--- src/hdl/pat_pkg.sv ---
package pat_pkg;

	// ============================
	// widths
	// ============================
	localparam int PC_W     = 10; // instruction address
	localparam int INSTR_W  = 23;
	localparam int DATA_W   = 8;
	localparam int REG_AW   = 3;  // eight registers
	localparam int FIELDP_W = 5;  // 32 field entries per buffer
	localparam int BUFP_W   = 3;

	// format prefixes, i8 code 15 opens i3 space and i3 code 15 opens i0 space
	localparam logic [3:0] I3_PREFIX = 4'hf;
	localparam logic [3:0] I0_PREFIX = 4'hf;

	// rn 0, fieldp 0, cond AL, i0 NOP
	localparam logic [INSTR_W-1:0] INSTR_NOP = 23'h006fff;

	// ============================
	// instruction layout
	// ============================
	typedef struct packed {
		logic [REG_AW-1:0]   rn;        // source and destination register
		logic [FIELDP_W-1:0] fieldp;    // field pointer
		logic [1:0]          cond;
		logic                field_op;  // operate on the field instead of rn
		logic [3:0]          opcode_i8;
		logic [7:0]          imm8;      // i3 opcode in [7:4], i0 opcode in [3:0]
	} pat_instr_t;

	typedef enum logic [3:0] {
		OP_ORI = 4'd0, OP_ORR = 4'd1, OP_ANDI = 4'd2, OP_ANDR = 4'd3,
		OP_ADDI = 4'd4, OP_ADDR = 4'd5, OP_SUBI = 4'd6, OP_SUBR = 4'd7,
		OP_LDI = 4'd8, OP_BF = 4'd13
	} pat_op_i8_e;

	typedef enum logic [3:0] {
		OP_SHLZI = 4'd0, OP_SHLZR = 4'd1, OP_SHLOI = 4'd2, OP_SHLOR = 4'd3,
		OP_SHRZI = 4'd4, OP_SHRZR = 4'd5, OP_ASRI = 4'd6, OP_ASRR = 4'd7,
		OP_IN = 4'd8, OP_OUT = 4'd11, OP_SETB = 4'd12
	} pat_op_i3_e;

	typedef enum logic [3:0] {
		OP_NOT = 4'd0, OP_TEST = 4'd2, OP_NOP = 4'd15
	} pat_op_i0_e;

	typedef enum logic [1:0] {
		COND_Z = 2'd0, COND_NZ = 2'd1, COND_N = 2'd2, COND_AL = 2'd3
	} pat_cond_e;

	typedef enum logic [3:0] {
		ALU_OR, ALU_AND, ALU_NOT, ALU_ADD, ALU_SUB,
		ALU_PASS,                              // b straight through, LDI and IN
		ALU_SHLZ, ALU_SHLO, ALU_SHRZ, ALU_ASR
	} pat_alu_op_e;

	// where a micro-op commits
	typedef enum logic [2:0] {
		DST_NONE, DST_REG, DST_FIELD, DST_OUT, DST_BRANCH, DST_FLAGS, DST_BUFSEL
	} pat_dest_e;

	typedef struct packed {
		pat_alu_op_e         alu_op;
		pat_dest_e           dest;
		logic [REG_AW-1:0]   rn;
		logic [FIELDP_W-1:0] fieldp;
		pat_cond_e           cond;
		logic                field_op;
		logic [PC_W-1:0]     pc;    // address of this instruction
		logic [7:0]          imm8;  // branch offset and buffer select
	} pat_uop_t;

endpackage
--- src/hdl/pat_exec_if.sv ---
`timescale 1ns/1ps

// decoded micro-op with its operands, decode stage to execute stage
interface pat_exec_if import pat_pkg::*; ();

	logic              valid;     // real micro-op this cycle
	pat_uop_t          uop;
	logic [DATA_W-1:0] operand_a; // register rn
	logic [DATA_W-1:0] operand_b; // register, immediate or input port

	// decode produces
	modport decode
	(
		output valid,
		output uop,
		output operand_a,
		output operand_b
	);

	// execute consumes every valid micro-op on arrival, no back-pressure
	modport execute
	(
		input valid,
		input uop,
		input operand_a,
		input operand_b
	);

endinterface

--- src/hdl/pat_core.sv ---
`timescale 1ns/1ps

module pat_core
	import pat_pkg::*;
(
	input  logic                clk,
	input  logic                reset,
	output logic [PC_W-1:0]     o_pc,
	input  logic [INSTR_W-1:0]  i_instruction,
	output logic                o_jump,
	input  logic [DATA_W-1:0]   i_in0,
	input  logic [DATA_W-1:0]   i_in1,
	input  logic [DATA_W-1:0]   i_in2,
	output logic [DATA_W-1:0]   o_out,
	output logic                o_out_valid,
	output logic [FIELDP_W-1:0] o_fieldp,
	input  logic [DATA_W-1:0]   i_field_low,
	input  logic [DATA_W-1:0]   i_field_high,
	output logic                o_field_we_low,
	output logic                o_field_we_high,
	output logic [FIELDP_W-1:0] o_field_wp,
	output logic [DATA_W-1:0]   o_field_data,
	output logic [BUFP_W-1:0]   o_bufp
);

	logic [INSTR_W-1:0] instr;
	logic [PC_W-1:0]    instr_pc;
	logic               instr_valid;
	logic               redirect;
	logic [PC_W-1:0]    redirect_pc;
	logic [REG_AW-1:0]  rd_addr_a, rd_addr_b;
	logic [DATA_W-1:0]  rd_a, rd_b;
	logic               rf_we;
	logic [REG_AW-1:0]  rf_wr_addr;
	logic [DATA_W-1:0]  rf_wr_data;

	pat_exec_if exec_bus ();

	// ============================
	// stages
	// ============================
	pat_fetch fetch_i (.clk, .reset, .i_redirect(redirect), .i_redirect_pc(redirect_pc),
		.i_instruction, .o_pc, .o_instr(instr), .o_instr_pc(instr_pc),
		.o_instr_valid(instr_valid));

	pat_decoder decoder_i (.clk, .reset, .i_instr(instr), .i_instr_pc(instr_pc),
		.i_instr_valid(instr_valid), .i_redirect(redirect), .i_in0, .i_in1, .i_in2,
		.o_rf_rd_addr_a(rd_addr_a), .o_rf_rd_addr_b(rd_addr_b), .i_rf_rd_a(rd_a),
		.i_rf_rd_b(rd_b), .o_exec(exec_bus));

	pat_regfile regfile_i (.clk, .i_rd_addr_a(rd_addr_a), .i_rd_addr_b(rd_addr_b),
		.o_rd_a(rd_a), .o_rd_b(rd_b), .i_we(rf_we), .i_wr_addr(rf_wr_addr),
		.i_wr_data(rf_wr_data));

	pat_execute execute_i (.clk, .reset, .i_exec(exec_bus), .i_field_low, .i_field_high,
		.o_fieldp, .o_rf_we(rf_we), .o_rf_wr_addr(rf_wr_addr), .o_rf_wr_data(rf_wr_data),
		.o_redirect(redirect), .o_redirect_pc(redirect_pc), .o_jump, .o_out, .o_out_valid,
		.o_field_we_low, .o_field_we_high, .o_field_wp, .o_field_data, .o_bufp);

endmodule

--- src/hdl/pat_execute.sv ---
`timescale 1ns/1ps

module pat_execute
	import pat_pkg::*;
(
	input  logic                clk,
	input  logic                reset,
	pat_exec_if.execute         i_exec,
	input  logic [DATA_W-1:0]   i_field_low,
	input  logic [DATA_W-1:0]   i_field_high,
	output logic [FIELDP_W-1:0] o_fieldp,       // field read address
	output logic                o_rf_we,
	output logic [REG_AW-1:0]   o_rf_wr_addr,
	output logic [DATA_W-1:0]   o_rf_wr_data,
	output logic                o_redirect,     // taken branch, to fetch and decode
	output logic [PC_W-1:0]     o_redirect_pc,
	output logic                o_jump,
	output logic [DATA_W-1:0]   o_out,
	output logic                o_out_valid,
	output logic                o_field_we_low,
	output logic                o_field_we_high,
	output logic [FIELDP_W-1:0] o_field_wp,
	output logic [DATA_W-1:0]   o_field_data,
	output logic [BUFP_W-1:0]   o_bufp
);

	pat_uop_t          uop;
	logic              flag_z, flag_n;
	logic              buf_high;   // high field buffer selected
	logic [DATA_W-1:0] field_val;
	logic [DATA_W-1:0] alu_b;
	logic [DATA_W-1:0] alu_y;
	logic [DATA_W-1:0] src_val;    // value seen by OUT and TEST
	logic              cond_ok;
	logic              take;       // valid and condition holds

	assign uop       = i_exec.uop;
	assign o_fieldp  = uop.fieldp; // pointer travels with the micro-op
	assign field_val = buf_high ? i_field_high : i_field_low;
	assign alu_b     = uop.field_op ? field_val : i_exec.operand_b;
	assign src_val   = uop.field_op ? field_val : i_exec.operand_a;

	pat_alu alu_i (.i_a(i_exec.operand_a), .i_b(alu_b), .i_op(uop.alu_op), .o_y(alu_y));

	// ============================
	// condition check
	// ============================
	always_comb
	begin
		case (uop.cond)
			COND_Z:  cond_ok = flag_z;
			COND_NZ: cond_ok = !flag_z;
			COND_N:  cond_ok = flag_n;
			default: cond_ok = 1'b1; // AL
		endcase
	end

	assign take = i_exec.valid && cond_ok;

	assign o_rf_we       = take && (uop.dest == DST_REG);
	assign o_rf_wr_addr  = uop.rn;
	assign o_rf_wr_data  = alu_y;
	assign o_redirect    = take && (uop.dest == DST_BRANCH);
	assign o_redirect_pc = uop.pc + {{(PC_W-DATA_W){uop.imm8[DATA_W-1]}}, uop.imm8}; // signed

	// ============================
	// commit of strobes and state
	// ============================
	always_ff @(posedge clk)
	begin
		if (reset)
		begin
			flag_z          <= 1'b0;
			flag_n          <= 1'b0;
			buf_high        <= 1'b0;
			o_bufp          <= '0;
			o_jump          <= 1'b0;
			o_out_valid     <= 1'b0;
			o_field_we_low  <= 1'b0;
			o_field_we_high <= 1'b0;
		end
		else
		begin
			o_jump          <= o_redirect; // one cycle, alongside the new pc
			o_out_valid     <= take && (uop.dest == DST_OUT);
			o_field_we_low  <= take && (uop.dest == DST_FIELD) && !buf_high;
			o_field_we_high <= take && (uop.dest == DST_FIELD) && buf_high;
			if (take && uop.dest == DST_FLAGS)
			begin
				flag_z <= (src_val == '0);
				flag_n <= src_val[DATA_W-1];
			end
			if (take && uop.dest == DST_BUFSEL)
			begin
				buf_high <= uop.imm8[3];          // bit 3 picks the buffer
				o_bufp   <= uop.imm8[BUFP_W-1:0];
			end
		end
	end

	// payload beside the strobes
	always_ff @(posedge clk)
	begin
		if (uop.dest == DST_FIELD)
		begin
			o_field_wp   <= uop.fieldp; // write back where it was read
			o_field_data <= alu_y;
		end
		if (uop.dest == DST_OUT)
			o_out <= src_val;
	end

	a_one_field_we: assert property (@(posedge clk) disable iff (reset)
		!(o_field_we_low && o_field_we_high))
	else
		$error("both field write enables high");

	// decode has to drop the younger micro-op behind a taken branch
	a_redirect_squash: assert property (@(posedge clk) disable iff (reset)
		o_redirect |-> i_exec.valid ##1 !i_exec.valid)
	else
		$error("redirect without squash of the decode slot");

endmodule

--- src/hdl/pat_alu.sv ---
`timescale 1ns/1ps

module pat_alu
	import pat_pkg::*;
(
	input  logic [DATA_W-1:0] i_a,   // register rn
	input  logic [DATA_W-1:0] i_b,   // register, immediate, port or field
	input  pat_alu_op_e       i_op,
	output logic [DATA_W-1:0] o_y
);

	logic [2:0]        shamt;     // shifts use the low three bits of b
	logic [DATA_W-1:0] shl_zero;
	logic [DATA_W-1:0] shl_one;
	logic [DATA_W-1:0] shr_zero;
	logic [DATA_W-1:0] shr_arith;
	logic [DATA_W-1:0] fill_mask; // ones in the vacated low bits

	assign shamt = i_b[2:0];

	// ============================
	// shifter
	// ============================
	assign shl_zero  = i_a << shamt;
	assign fill_mask = ~({DATA_W{1'b1}} << shamt);
	assign shl_one   = shl_zero | fill_mask;                  // left, one fill
	assign shr_zero  = i_a >> shamt;
	assign shr_arith = DATA_W'($signed(i_a) >>> shamt);      // sign bit copied in

	// ============================
	// function select
	// ============================
	always_comb
	begin
		case (i_op)
			ALU_OR:   o_y = i_a | i_b;
			ALU_AND:  o_y = i_a & i_b;
			ALU_NOT:  o_y = ~i_a;
			ALU_ADD:  o_y = i_a + i_b;     // wraps, no carry kept
			ALU_SUB:  o_y = i_a - i_b;
			ALU_PASS: o_y = i_b;
			ALU_SHLZ: o_y = shl_zero;
			ALU_SHLO: o_y = shl_one;
			ALU_SHRZ: o_y = shr_zero;
			ALU_ASR:  o_y = shr_arith;
			default:  o_y = i_b;
		endcase
	end

endmodule

--- src/hdl/pat_decoder.sv ---
`timescale 1ns/1ps

module pat_decoder
	import pat_pkg::*;
(
	input  logic               clk,
	input  logic               reset,
	input  logic [INSTR_W-1:0] i_instr,
	input  logic [PC_W-1:0]    i_instr_pc,
	input  logic               i_instr_valid,
	input  logic               i_redirect,      // squash this slot
	input  logic [DATA_W-1:0]  i_in0,
	input  logic [DATA_W-1:0]  i_in1,
	input  logic [DATA_W-1:0]  i_in2,
	output logic [REG_AW-1:0]  o_rf_rd_addr_a,
	output logic [REG_AW-1:0]  o_rf_rd_addr_b,
	input  logic [DATA_W-1:0]  i_rf_rd_a,
	input  logic [DATA_W-1:0]  i_rf_rd_b,
	pat_exec_if.decode         o_exec
);

	pat_instr_t        instr;
	logic              is_i8, is_i3;   // i0 when neither
	pat_op_i8_e        op8;
	pat_op_i3_e        op3;
	pat_op_i0_e        op0;
	pat_alu_op_e       alu_op;
	pat_dest_e         dest;
	logic              use_reg_b;      // R-form, b from register imm8[2:0]
	logic              b_is_in;        // IN, b from an input port
	logic [DATA_W-1:0] imm_val;
	logic [DATA_W-1:0] in_val;
	logic [DATA_W-1:0] b_val;

	assign instr = pat_instr_t'(i_instr);
	assign op8   = pat_op_i8_e'(instr.opcode_i8);
	assign op3   = pat_op_i3_e'(instr.imm8[7:4]);
	assign op0   = pat_op_i0_e'(instr.imm8[3:0]);
	assign is_i8 = (instr.opcode_i8 != I3_PREFIX);
	assign is_i3 = !is_i8 && (instr.imm8[7:4] != I0_PREFIX);

	assign o_rf_rd_addr_a = instr.rn;
	assign o_rf_rd_addr_b = instr.imm8[REG_AW-1:0];

	// ============================
	// format and opcode decode
	// ============================
	always_comb
	begin
		alu_op    = ALU_PASS;
		dest      = DST_NONE; // unknown codes fall out as NOP
		use_reg_b = 1'b0;
		b_is_in   = 1'b0;
		imm_val   = is_i8 ? instr.imm8 : {5'b0, instr.imm8[2:0]}; // i3 immediate is 3 bits
		if (is_i8)
		begin
			use_reg_b = instr.opcode_i8[0] && !instr.opcode_i8[3]; // odd codes below 8
			dest      = DST_REG;
			case (op8)
				OP_ORI, OP_ORR:   alu_op = ALU_OR;
				OP_ANDI, OP_ANDR: alu_op = ALU_AND;
				OP_ADDI, OP_ADDR: alu_op = ALU_ADD;
				OP_SUBI, OP_SUBR: alu_op = ALU_SUB;
				OP_LDI:           alu_op = ALU_PASS;
				OP_BF:            dest   = DST_BRANCH;
				default:          dest   = DST_NONE;
			endcase
		end
		else if (is_i3)
		begin
			use_reg_b = instr.imm8[4] && !instr.imm8[7]; // R-form shifts
			dest      = DST_REG;
			case (op3)
				OP_SHLZI, OP_SHLZR: alu_op = ALU_SHLZ;
				OP_SHLOI, OP_SHLOR: alu_op = ALU_SHLO;
				OP_SHRZI, OP_SHRZR: alu_op = ALU_SHRZ;
				OP_ASRI, OP_ASRR:   alu_op = ALU_ASR;
				OP_IN:              b_is_in = 1'b1;
				OP_OUT:             dest = DST_OUT;
				OP_SETB:            dest = DST_BUFSEL;
				default:            dest = DST_NONE;
			endcase
		end
		else
		begin
			case (op0)
				OP_NOT:
				begin
					alu_op = ALU_NOT;
					dest   = DST_REG;
				end
				OP_TEST: dest = DST_FLAGS;
				default: dest = DST_NONE; // OP_NOP and spare codes
			endcase
		end
		if (dest == DST_REG && instr.field_op)
			dest = DST_FIELD; // field ops write back to the field
	end

	// one-hot port select, anything else reads port 0
	always_comb
	begin
		case (instr.imm8[2:0])
			3'b010:  in_val = i_in1;
			3'b100:  in_val = i_in2;
			default: in_val = i_in0;
		endcase
	end

	assign b_val = b_is_in ? in_val : (use_reg_b ? i_rf_rd_b : imm_val);

	// ============================
	// decode pipeline register
	// ============================
	always_ff @(posedge clk)
	begin
		if (reset || i_redirect)
			o_exec.valid <= 1'b0;
		else
			o_exec.valid <= i_instr_valid;
	end

	always_ff @(posedge clk)
	begin
		o_exec.uop       <= '{alu_op: alu_op, dest: dest, rn: instr.rn, fieldp: instr.fieldp,
			cond: pat_cond_e'(instr.cond), field_op: instr.field_op, pc: i_instr_pc,
			imm8: instr.imm8};
		o_exec.operand_a <= i_rf_rd_a;
		o_exec.operand_b <= b_val;
	end

endmodule

--- src/hdl/pat_regfile.sv ---
`timescale 1ns/1ps

module pat_regfile
	import pat_pkg::*;
(
	input  logic              clk,
	input  logic [REG_AW-1:0] i_rd_addr_a,
	input  logic [REG_AW-1:0] i_rd_addr_b,
	output logic [DATA_W-1:0] o_rd_a,
	output logic [DATA_W-1:0] o_rd_b,
	input  logic              i_we,       // commit from execute
	input  logic [REG_AW-1:0] i_wr_addr,
	input  logic [DATA_W-1:0] i_wr_data
);

	logic [DATA_W-1:0] regs [1 << REG_AW];

	always_ff @(posedge clk)
	begin
		if (i_we)
			regs[i_wr_addr] <= i_wr_data;
	end

	// bypass, decode sees the value being committed this very cycle
	assign o_rd_a = (i_we && i_wr_addr == i_rd_addr_a) ? i_wr_data : regs[i_rd_addr_a];
	assign o_rd_b = (i_we && i_wr_addr == i_rd_addr_b) ? i_wr_data : regs[i_rd_addr_b];

	// an X committed here would be forwarded and spread through later results
	a_wr_data_known: assert property (@(posedge clk) i_we |-> !$isunknown({i_wr_addr, i_wr_data}))
	else
		$error("regfile write of unknown data to r%0d", i_wr_addr);

endmodule

--- src/hdl/pat_fetch.sv ---
`timescale 1ns/1ps

module pat_fetch
	import pat_pkg::*;
(
	input  logic               clk,
	input  logic               reset,
	input  logic               i_redirect,     // taken branch from execute
	input  logic [PC_W-1:0]    i_redirect_pc,
	input  logic [INSTR_W-1:0] i_instruction,  // combinational answer to o_pc
	output logic [PC_W-1:0]    o_pc,
	output logic [INSTR_W-1:0] o_instr,
	output logic [PC_W-1:0]    o_instr_pc,
	output logic               o_instr_valid
);

	logic [PC_W-1:0] pc; // address on the fetch port this cycle

	assign o_pc = pc;

	// ============================
	// program counter and fetch register
	// ============================
	always_ff @(posedge clk)
	begin
		if (reset)
		begin
			pc            <= '0;
			o_instr       <= INSTR_NOP;
			o_instr_valid <= 1'b0;
		end
		else if (i_redirect)
		begin
			pc            <= i_redirect_pc; // jump target goes out next cycle
			o_instr       <= INSTR_NOP;     // squash the word in flight
			o_instr_valid <= 1'b0;
		end
		else
		begin
			pc            <= pc + PC_W'(1);
			o_instr       <= i_instruction;
			o_instr_valid <= 1'b1;
		end
	end

	// address travels with its word, used for branch targets
	always_ff @(posedge clk)
	begin
		o_instr_pc <= pc;
	end

endmodule

--- config.mk ---
export PLATFORM = sky130hd
export DESIGN_NAME = pat_core
export DESIGN_NICKNAME = d
export VERILOG_FILES = /design/src/hdl/pat_pkg.sv /design/src/hdl/pat_exec_if.sv /design/src/hdl/pat_core.sv /design/src/hdl/pat_execute.sv /design/src/hdl/pat_alu.sv /design/src/hdl/pat_decoder.sv /design/src/hdl/pat_regfile.sv /design/src/hdl/pat_fetch.sv
export SDC_FILE = /design/constraint.sdc
export NUM_CORES = 1
export LEC_CHECK = 0
export BUFFER_PORTS_ARGS = -buffer_cell sky130_fd_sc_hd__buf_2
export CORE_ASPECT_RATIO = 1.2
export CORE_UTILIZATION = 50
export CTS_CLUSTER_DIAMETER = 150
export DETAILED_ROUTE_END_ITERATION = 12
export HOLD_SLACK_MARGIN = 0.05
export PLACE_DENSITY = 0.72
export SYNTH_ARGS = -nofsm -noshare
export SYNTH_HDL_FRONTEND = slang
export SYNTH_HIERARCHICAL = 1
export SYNTH_SLANG_ARGS = --single-unit
--- constraint.sdc ---
create_clock -name clk -period 4.28 [get_ports clk]
set_input_delay 0.214 -clock clk [delete_from_list [all_inputs] [get_ports clk]]
set_output_delay 0.214 -clock clk [all_outputs]
set_load 0.02 [all_outputs]
== Word level (Yosys, flattened, before mapping) ==
Memories as Yosys holds them, arrays and structs flattened. A register that Yosys moved wholly into a read port is not among the register bits.
Index checks and enable logic that the tools add are counted.
Operators by class
  multiplexer cells: 30
  reduce and logical (&&, ||, !) cells: 37
  $add $sub $neg: 4
  order comparisons: 0
  eq/ne operators: 42
  bitwise operators: 5
  multiply operators: 0
  shift operators: 4
  div/mod/pow operators: 0
Operators with widths (number)
  8-bit case mux with 9 select lines: 1
  8-bit two-way mux: 7
  4-bit by 3-bit == test with 1-bit output (second input constant): 11
  4-bit by 2-bit == test with 1-bit output (second input constant): 7
  4-bit == test (second input constant): 7
  2-bit OR reduction: 9
  9-bit OR reduction: 2
  4-bit logical NOT: 4
  8-bit NOT: 2
  8-bit bitwise OR: 2
  4-bit case mux with 4 select lines: 1
  8-bit case mux with 2 select lines: 1
  1-bit logical AND: 14
  3-bit == test (second input constant): 4
  4-bit by 1-bit == test with 1-bit output (second input constant): 3
  3-bit two-way mux: 4
  3-bit case mux with 2 select lines: 2
  3-bit case mux with 4 select lines: 1
  10-bit by 1-bit adder with 10-bit output (second input constant): 1
  10-bit adder: 1
  10-bit two-way mux: 1
  3-bit by 2-bit == test with 1-bit output (second input constant): 3
  3-bit case mux with 3 select lines: 1
  8-bit adder: 1
  18 further kinds: 32
Word-level totals
  bits in registers: 120
  output and inout bits: 43
  input port bits: 65
  memory bits (read-only): 0
  RAM bits: 64
  logic and storage cells: 148
  memories: 1
  latch bits: 0
Memories
  regfile_i.regs: words 8, width 8, read ports 2, clocked after memory_dff 2, wr ports 1, line pat_regfile.sv:16  | logic [DATA_W-1:0] regs [1 << REG_AW];

== Depth between registers and ports, before layout ==
  word-level depth: 9
  mapped depth: 22
  mapped depth without buffers: 19

== Cells and area by module ==
The synthesis kept the hierarchy.
Modules (own cells, without submodules)
  pat_regfile: cells an instance 161, times used 1, area each 3308.2 um2, seq. area each 1921.8 um2
  pat_decoder: cells an instance 168, times used 1, area each 1860.5 um2, seq. area each 1061.0 um2
  pat_execute: cells an instance 171, times used 1, area each 1769.2 um2, seq. area each 830.8 um2
  pat_alu: cells an instance 222, times used 1, area each 1655.3 um2, seq. area each 0.0 um2
  pat_fetch: cells an instance 122, times used 1, area each 1356.3 um2, seq. area each 880.8 um2

== Worst setup path after synthesis ==
No wires, ideal clock.
  path kind: reg-to-reg
  start point: reg decoder_i/o_exec.uop[18] (netlist name)
  end point: reg decoder_i.o_exec.operand_b[6]
  path buffers: 5
  required time: 4.155 ns
  setup slack: -0.074 ns
  stages on the path, launching flop included: 19
  arrival: 4.229 ns
  cell sequence: dfxtp_1 clkbuf_1 clkbuf_1 buf_1 o21a_1 buf_6 buf_6 inv_1 ha_1 mux2_2 fa_1 nand2b_1 a21oi_1 o21ai_0 and4_1 o32a_1 mux2_4 a22oi_1 o31ai_1
On the way
  longest elaborated chain between the ends: 8
RTL lines
  8-bit two-way mux (*): line pat_execute.sv:40  | assign alu_b = uop.field_op ? field_val : i_exec.operand_b;
  net execute_i.alu_b[0]: line pat_execute.sv:31  | logic [DATA_W-1:0] alu_b;
  parallel branches: the longest is 3 deep, another holds 8-bit subtractor
  8-bit case mux with 9 select lines (*): line pat_alu.sv:35  | case (i_op)
  net rf_wr_data[6]: line pat_core.sv:35  | logic [DATA_W-1:0] rf_wr_data;
  8-bit two-way mux (*): line pat_regfile.sv:26  | assign o_rd_b = (i_we && i_wr_addr == i_rd_addr_b) ? i_wr_data : regs[i_rd_addr_b];
  net rd_b[6]: line pat_core.sv:32  | logic [DATA_W-1:0] rd_a, rd_b;
  8-bit two-way mux (*) (2 in a row): line pat_decoder.sv:110  | assign b_val = b_is_in ? in_val : (use_reg_b ? i_rf_rd_b : imm_val);
  net decoder_i.b_val[6]: line pat_decoder.sv:33  | logic [DATA_W-1:0] b_val;
  end signal: assignment: line pat_decoder.sv:129  | o_exec.operand_b <= b_val;
  end: declaration: line pat_exec_if.sv:17  | output operand_b
Mark *: on every way through the listed nets, which the timed path passes.
A chain may end at the register's enable or synchronous reset.

== Worst setup path in the final report ==
  start point: reg execute_i.buf_high
  end point: reg decoder_i.o_exec.operand_b[6]
On the way
  longest elaborated chain between the ends: 9
RTL lines
  start: declaration: line pat_execute.sv:29  | logic buf_high;
  start signal: assignment: line pat_execute.sv:95  | buf_high <= uop.imm8[3];
  8-bit two-way mux (*): line pat_execute.sv:39  | assign field_val = buf_high ? i_field_high : i_field_low;
  8-bit two-way mux (*): line pat_execute.sv:40
  net execute_i.alu_b[1]: line pat_execute.sv:31
  parallel branches: the longest is 3 deep, another holds 8-bit subtractor
  8-bit case mux with 9 select lines (*): line pat_alu.sv:35
  net rf_wr_data[6]: line pat_core.sv:35
  8-bit two-way mux (*): line pat_regfile.sv:26
  net rd_b[6]: line pat_core.sv:32
  8-bit two-way mux (*) (2 in a row): line pat_decoder.sv:110
  net decoder_i.b_val[6]: line pat_decoder.sv:33
Marked as above.

==> qor.json <==
{
  "result_of_the_run": "completed",
  "dr.pass1.iters": 8,
  "gr-usage-all-layers_pct": 25.6,
  "post_drt_wl_per_cell_um": 20.8,
  "syn_nets": 935,
  "leading_cell_type_by_number_of_instances_after_synthesis": "sky130_fd_sc_hd__dfxtp_1",
  "synth_top_cells_by_count": "107 x sky130_fd_sc_hd__dfxtp_1, 85 x sky130_fd_sc_hd__edfxtp_1, 53 x sky130_fd_sc_hd__nor2_1, 40 x sky130_fd_sc_hd__inv_1, 39 x sky130_fd_sc_hd__a21oi_1",
  "die_width_um": 131,
  "postPlaceCellArea_um2": 10600,
  "cts.sink_count": 192,
  "multi_input_gate_area_in_the_final_layout_um2": 4690,
  "worst_pin_slew_ps": 1110,
  "sequential_cell_area_um2": 4690,
  "postCtsResizedCells": 0,
  "post_synth_num_cell_types": 82,
  "final_nets": 1037,
  "timing.max_slew.rel_slack_pct": 25.7,
  "synthToLayoutAreaGrowth_pct": 14.9,
  "clk_pin_slew_ps": 80,
  "syn-cell-area_um2": 9950,
  "clock_tree_from_tritoncts": "yes",
  "grt_antenna_before_repair": 0,
  "leading_cell_types_by_total_area_after_synthesis": "sky130_fd_sc_hd__edfxtp_1 26%, sky130_fd_sc_hd__dfxtp_1 22%, sky130_fd_sc_hd__mux4_1 6.1%",
  "ctsLongestPathBuffers": 2,
  "floorplan.io_pins": 108,
  "grt_setup_unrepaired": "false",
  "synthesized_area_fraction_occupied_by_adder_cells_pct": 3.42,
  "max_cap_viol_count": 0,
  "post-cts-setup-buffer-count": 0,
  "initial_utilization_pct": 50.9,
  "fmaxAchievable_mhz": 258,
  "fp.coreArea_um2": 19500,
  "synth-edff-count": 85,
  "setup.worst_path.class": "reg2reg",
  "hold-worst-slack_ps": 159,
  "fp.dieArea_um2": 20500,
  "routability_congestion_estimate_from_global_placement": 0.993,
  "worstSetupStartpointType": "register",
  "cts-htree-levels": 4,
  "yosys.area.top_type_share_pct": 25.7,
  "final.setup_skew_ps": 15.9,
  "report.final.slew_viol_count": 0,
  "powerDensity_nw_per_um2": 404,
  "stdcell_area_um2": 11400,
  "global_route.overflow_total": 0,
  "insertion_delay_ps": 440,
  "clock_root_buffer": "sky130_fd_sc_hd__clkbuf_16",
  "fillers": 1551,
  "totalWireLength_um": 25300,
  "ys.flop_type": "sky130_fd_sc_hd__dfxtp_1",
  "path_max_fanout": 11,
  "async_reset_ff_share_pct": 0,
  "via_count_of_the_first_global_routing_pass": 7010,
  "timing.final.crit_share_pct": 90.7,
  "yosysSeqAreaShare_pct": 47.2,
  "fp-row-count": 56,
  "grt_max_degree": 38,
  "report.final.setup_viol": 0,
  "detailroute.via_count": 7193,
  "total_leakage_power_nw": 4.50,
  "synth_compound_area_share_pct": 12.9,
  "drive_gt1_share_pct": 23.9,
  "drc": 0,
  "diodes": 0,
  "final_hold_violating_endpoints": 0,
  "numCtsBuffers": 17,
  "grt_pass1_wl_um": 38700,
  "critical_path_required_ps": 4610,
  "hold_class": "in2reg",
  "holdBufCountCts": 23,
  "vdd_ir_drop_max_mv": 0.381,
  "postSynthRegisterBits": 192,
  "synth.yosys.warnings": 6,
  "postRouteAntennaNets": 0,
  "synth_mux_area_share_pct": 16.9,
  "worst-endpoint-arrival_ps": 4210,
  "numPortBuffers": 107,
  "combinational_family_with_the_most_area_after_synthesis": "multiplexers",
  "die_y_um": 157,
  "setup-tns-final_ps": 0,
  "end_kind": "register",
  "post-synth-top-area-cell": "sky130_fd_sc_hd__edfxtp_1",
  "detail_route.iter0.violations": 674,
  "detailed_place_hpwl_um": 17600,
  "post_synth_xor_area_fraction_pct": 2.46,
  "power.total_mw": 4.62,
  "syn-instance-count": 844,
  "synth_simple_gate_area_share_pct": 11.5,
  "detail_route.vias_per_cell": 5.90,
  "postSynthAreaPerCell_um2": 11.8,
  "min_period_ps": 3880
}
[sequential cells by signal (all words and copies together), names as in the netlist, 8 cells and up]
register / flops
regfile_i/regs: 64
decoder_i/o_exec.operand_a: 8
fetch_i/o_instr_pc: 10
decoder_i/o_exec.uop: 36
fetch_i/o_pc: 10
fetch_i/o_instr: 23
execute_i/o_out: 8
execute_i/o_field_data: 8
decoder_i/o_exec.operand_b: 8
[final cells by class]
class	count	share of cell area (%)
clock buffer	20	4.38
clock inverter	12	1.29
inverter	40	1.31
multi-input combinational	546	41.1
sequential	192	41.1
tap	261	2.86
timing repair buffer	149	8.05
[cells in the final DEF (no fill, tap or decap), drive strengths merged, types with 15 or more instances in the layout]
cell type / count
mux2i: 25
buf: 126
edfxtp: 85
inv: 48
a21oi: 40
clkbuf: 20
nand2b: 15
o21ai: 30
mux4: 42
dfxtp: 107
xnor2: 22
nand3: 17
or3: 21
nand2: 30
dlygate4sd3: 23
nor2: 53
mux2: 35
ha: 24
nor3: 18
[per-layer routing]
metal,global-route usage [%],share of wire [%],vias up
li1,-,-,3401
met1,33.3,43,3466
met2,41.4,48,282
met3,5.54,5.9,44
met4,9.91,2.5,0
met5,0,0,-
[per-stage QoR]
step	util (%)	worst slack, ps	std cells
2_1_floorplan	-	24.2	844
3_3_place_gp	54.0	550	1165
3_5_place_dp	54.0	462	1165
4_1_cts	58.5	442	1220
5_1_grt	58.5	108	1220
6_report	58.5	397	1220
[power breakdown]
part / internal (mW) / switching (mW) / total [mW] / leakage (nW)
Clock: 0.896 / 0.789 / 1.68 / 0.318
Sequential: 2.03 / 0.0937 / 2.12 / 1.65
Combinational: 0.361 / 0.454 / 0.815 / 2.53
Total: 3.28 / 1.34 / 4.62 / 4.50
[final timing paths]
kind | from | end | slack (ps) | depth (start not counted)
setup / recovery | execute_i/buf_high$_SDFFE_PP0P_ | decoder_i/o_exec.operand_b[6]$_DFF_P_ | 400 | 15
hold reg to reg | fetch_i/o_instr[13]$_SDFF_PP1_ | decoder_i/o_exec.uop[19]$_DFF_P_ | 330 | 0
hold / removal | i_in0[0] | decoder_i/o_exec.operand_b[0]$_DFF_P_ | 160 | 4
setup reg to reg | execute_i/buf_high$_SDFFE_PP0P_ | decoder_i/o_exec.operand_b[6]$_DFF_P_ | 400 | 15
[cells by family (layout without fill, tap and decap cells)]
family / count (synthesis) / count (layout)
simple gates: 208 / 208
buf+inv: 106 / 221
compound gates: 182 / 182
flops: 192 / 192
mux: 102 / 102
fa+ha+maj: 26 / 26
xor+xnor: 28 / 28
[worst max-delay path, cell delays in order, from the launching register on]
cell,delay (ps)
sky130_fd_sc_hd__dfxtp_1,420
sky130_fd_sc_hd__mux2i_1,210
sky130_fd_sc_hd__nand2_1,90
sky130_fd_sc_hd__o21a_1,130
sky130_fd_sc_hd__inv_1,200
sky130_fd_sc_hd__ha_1,270
sky130_fd_sc_hd__mux2_2,280
sky130_fd_sc_hd__fa_1,410
sky130_fd_sc_hd__nand2b_1,190
sky130_fd_sc_hd__a21oi_1,190
sky130_fd_sc_hd__o21ai_0,130
sky130_fd_sc_hd__and4_1,220
sky130_fd_sc_hd__o32a_1,430
sky130_fd_sc_hd__mux2_4,330
sky130_fd_sc_hd__a22oi_1,180
sky130_fd_sc_hd__o31ai_1,100
No activity file was read; power rests on OpenSTA's default activity.
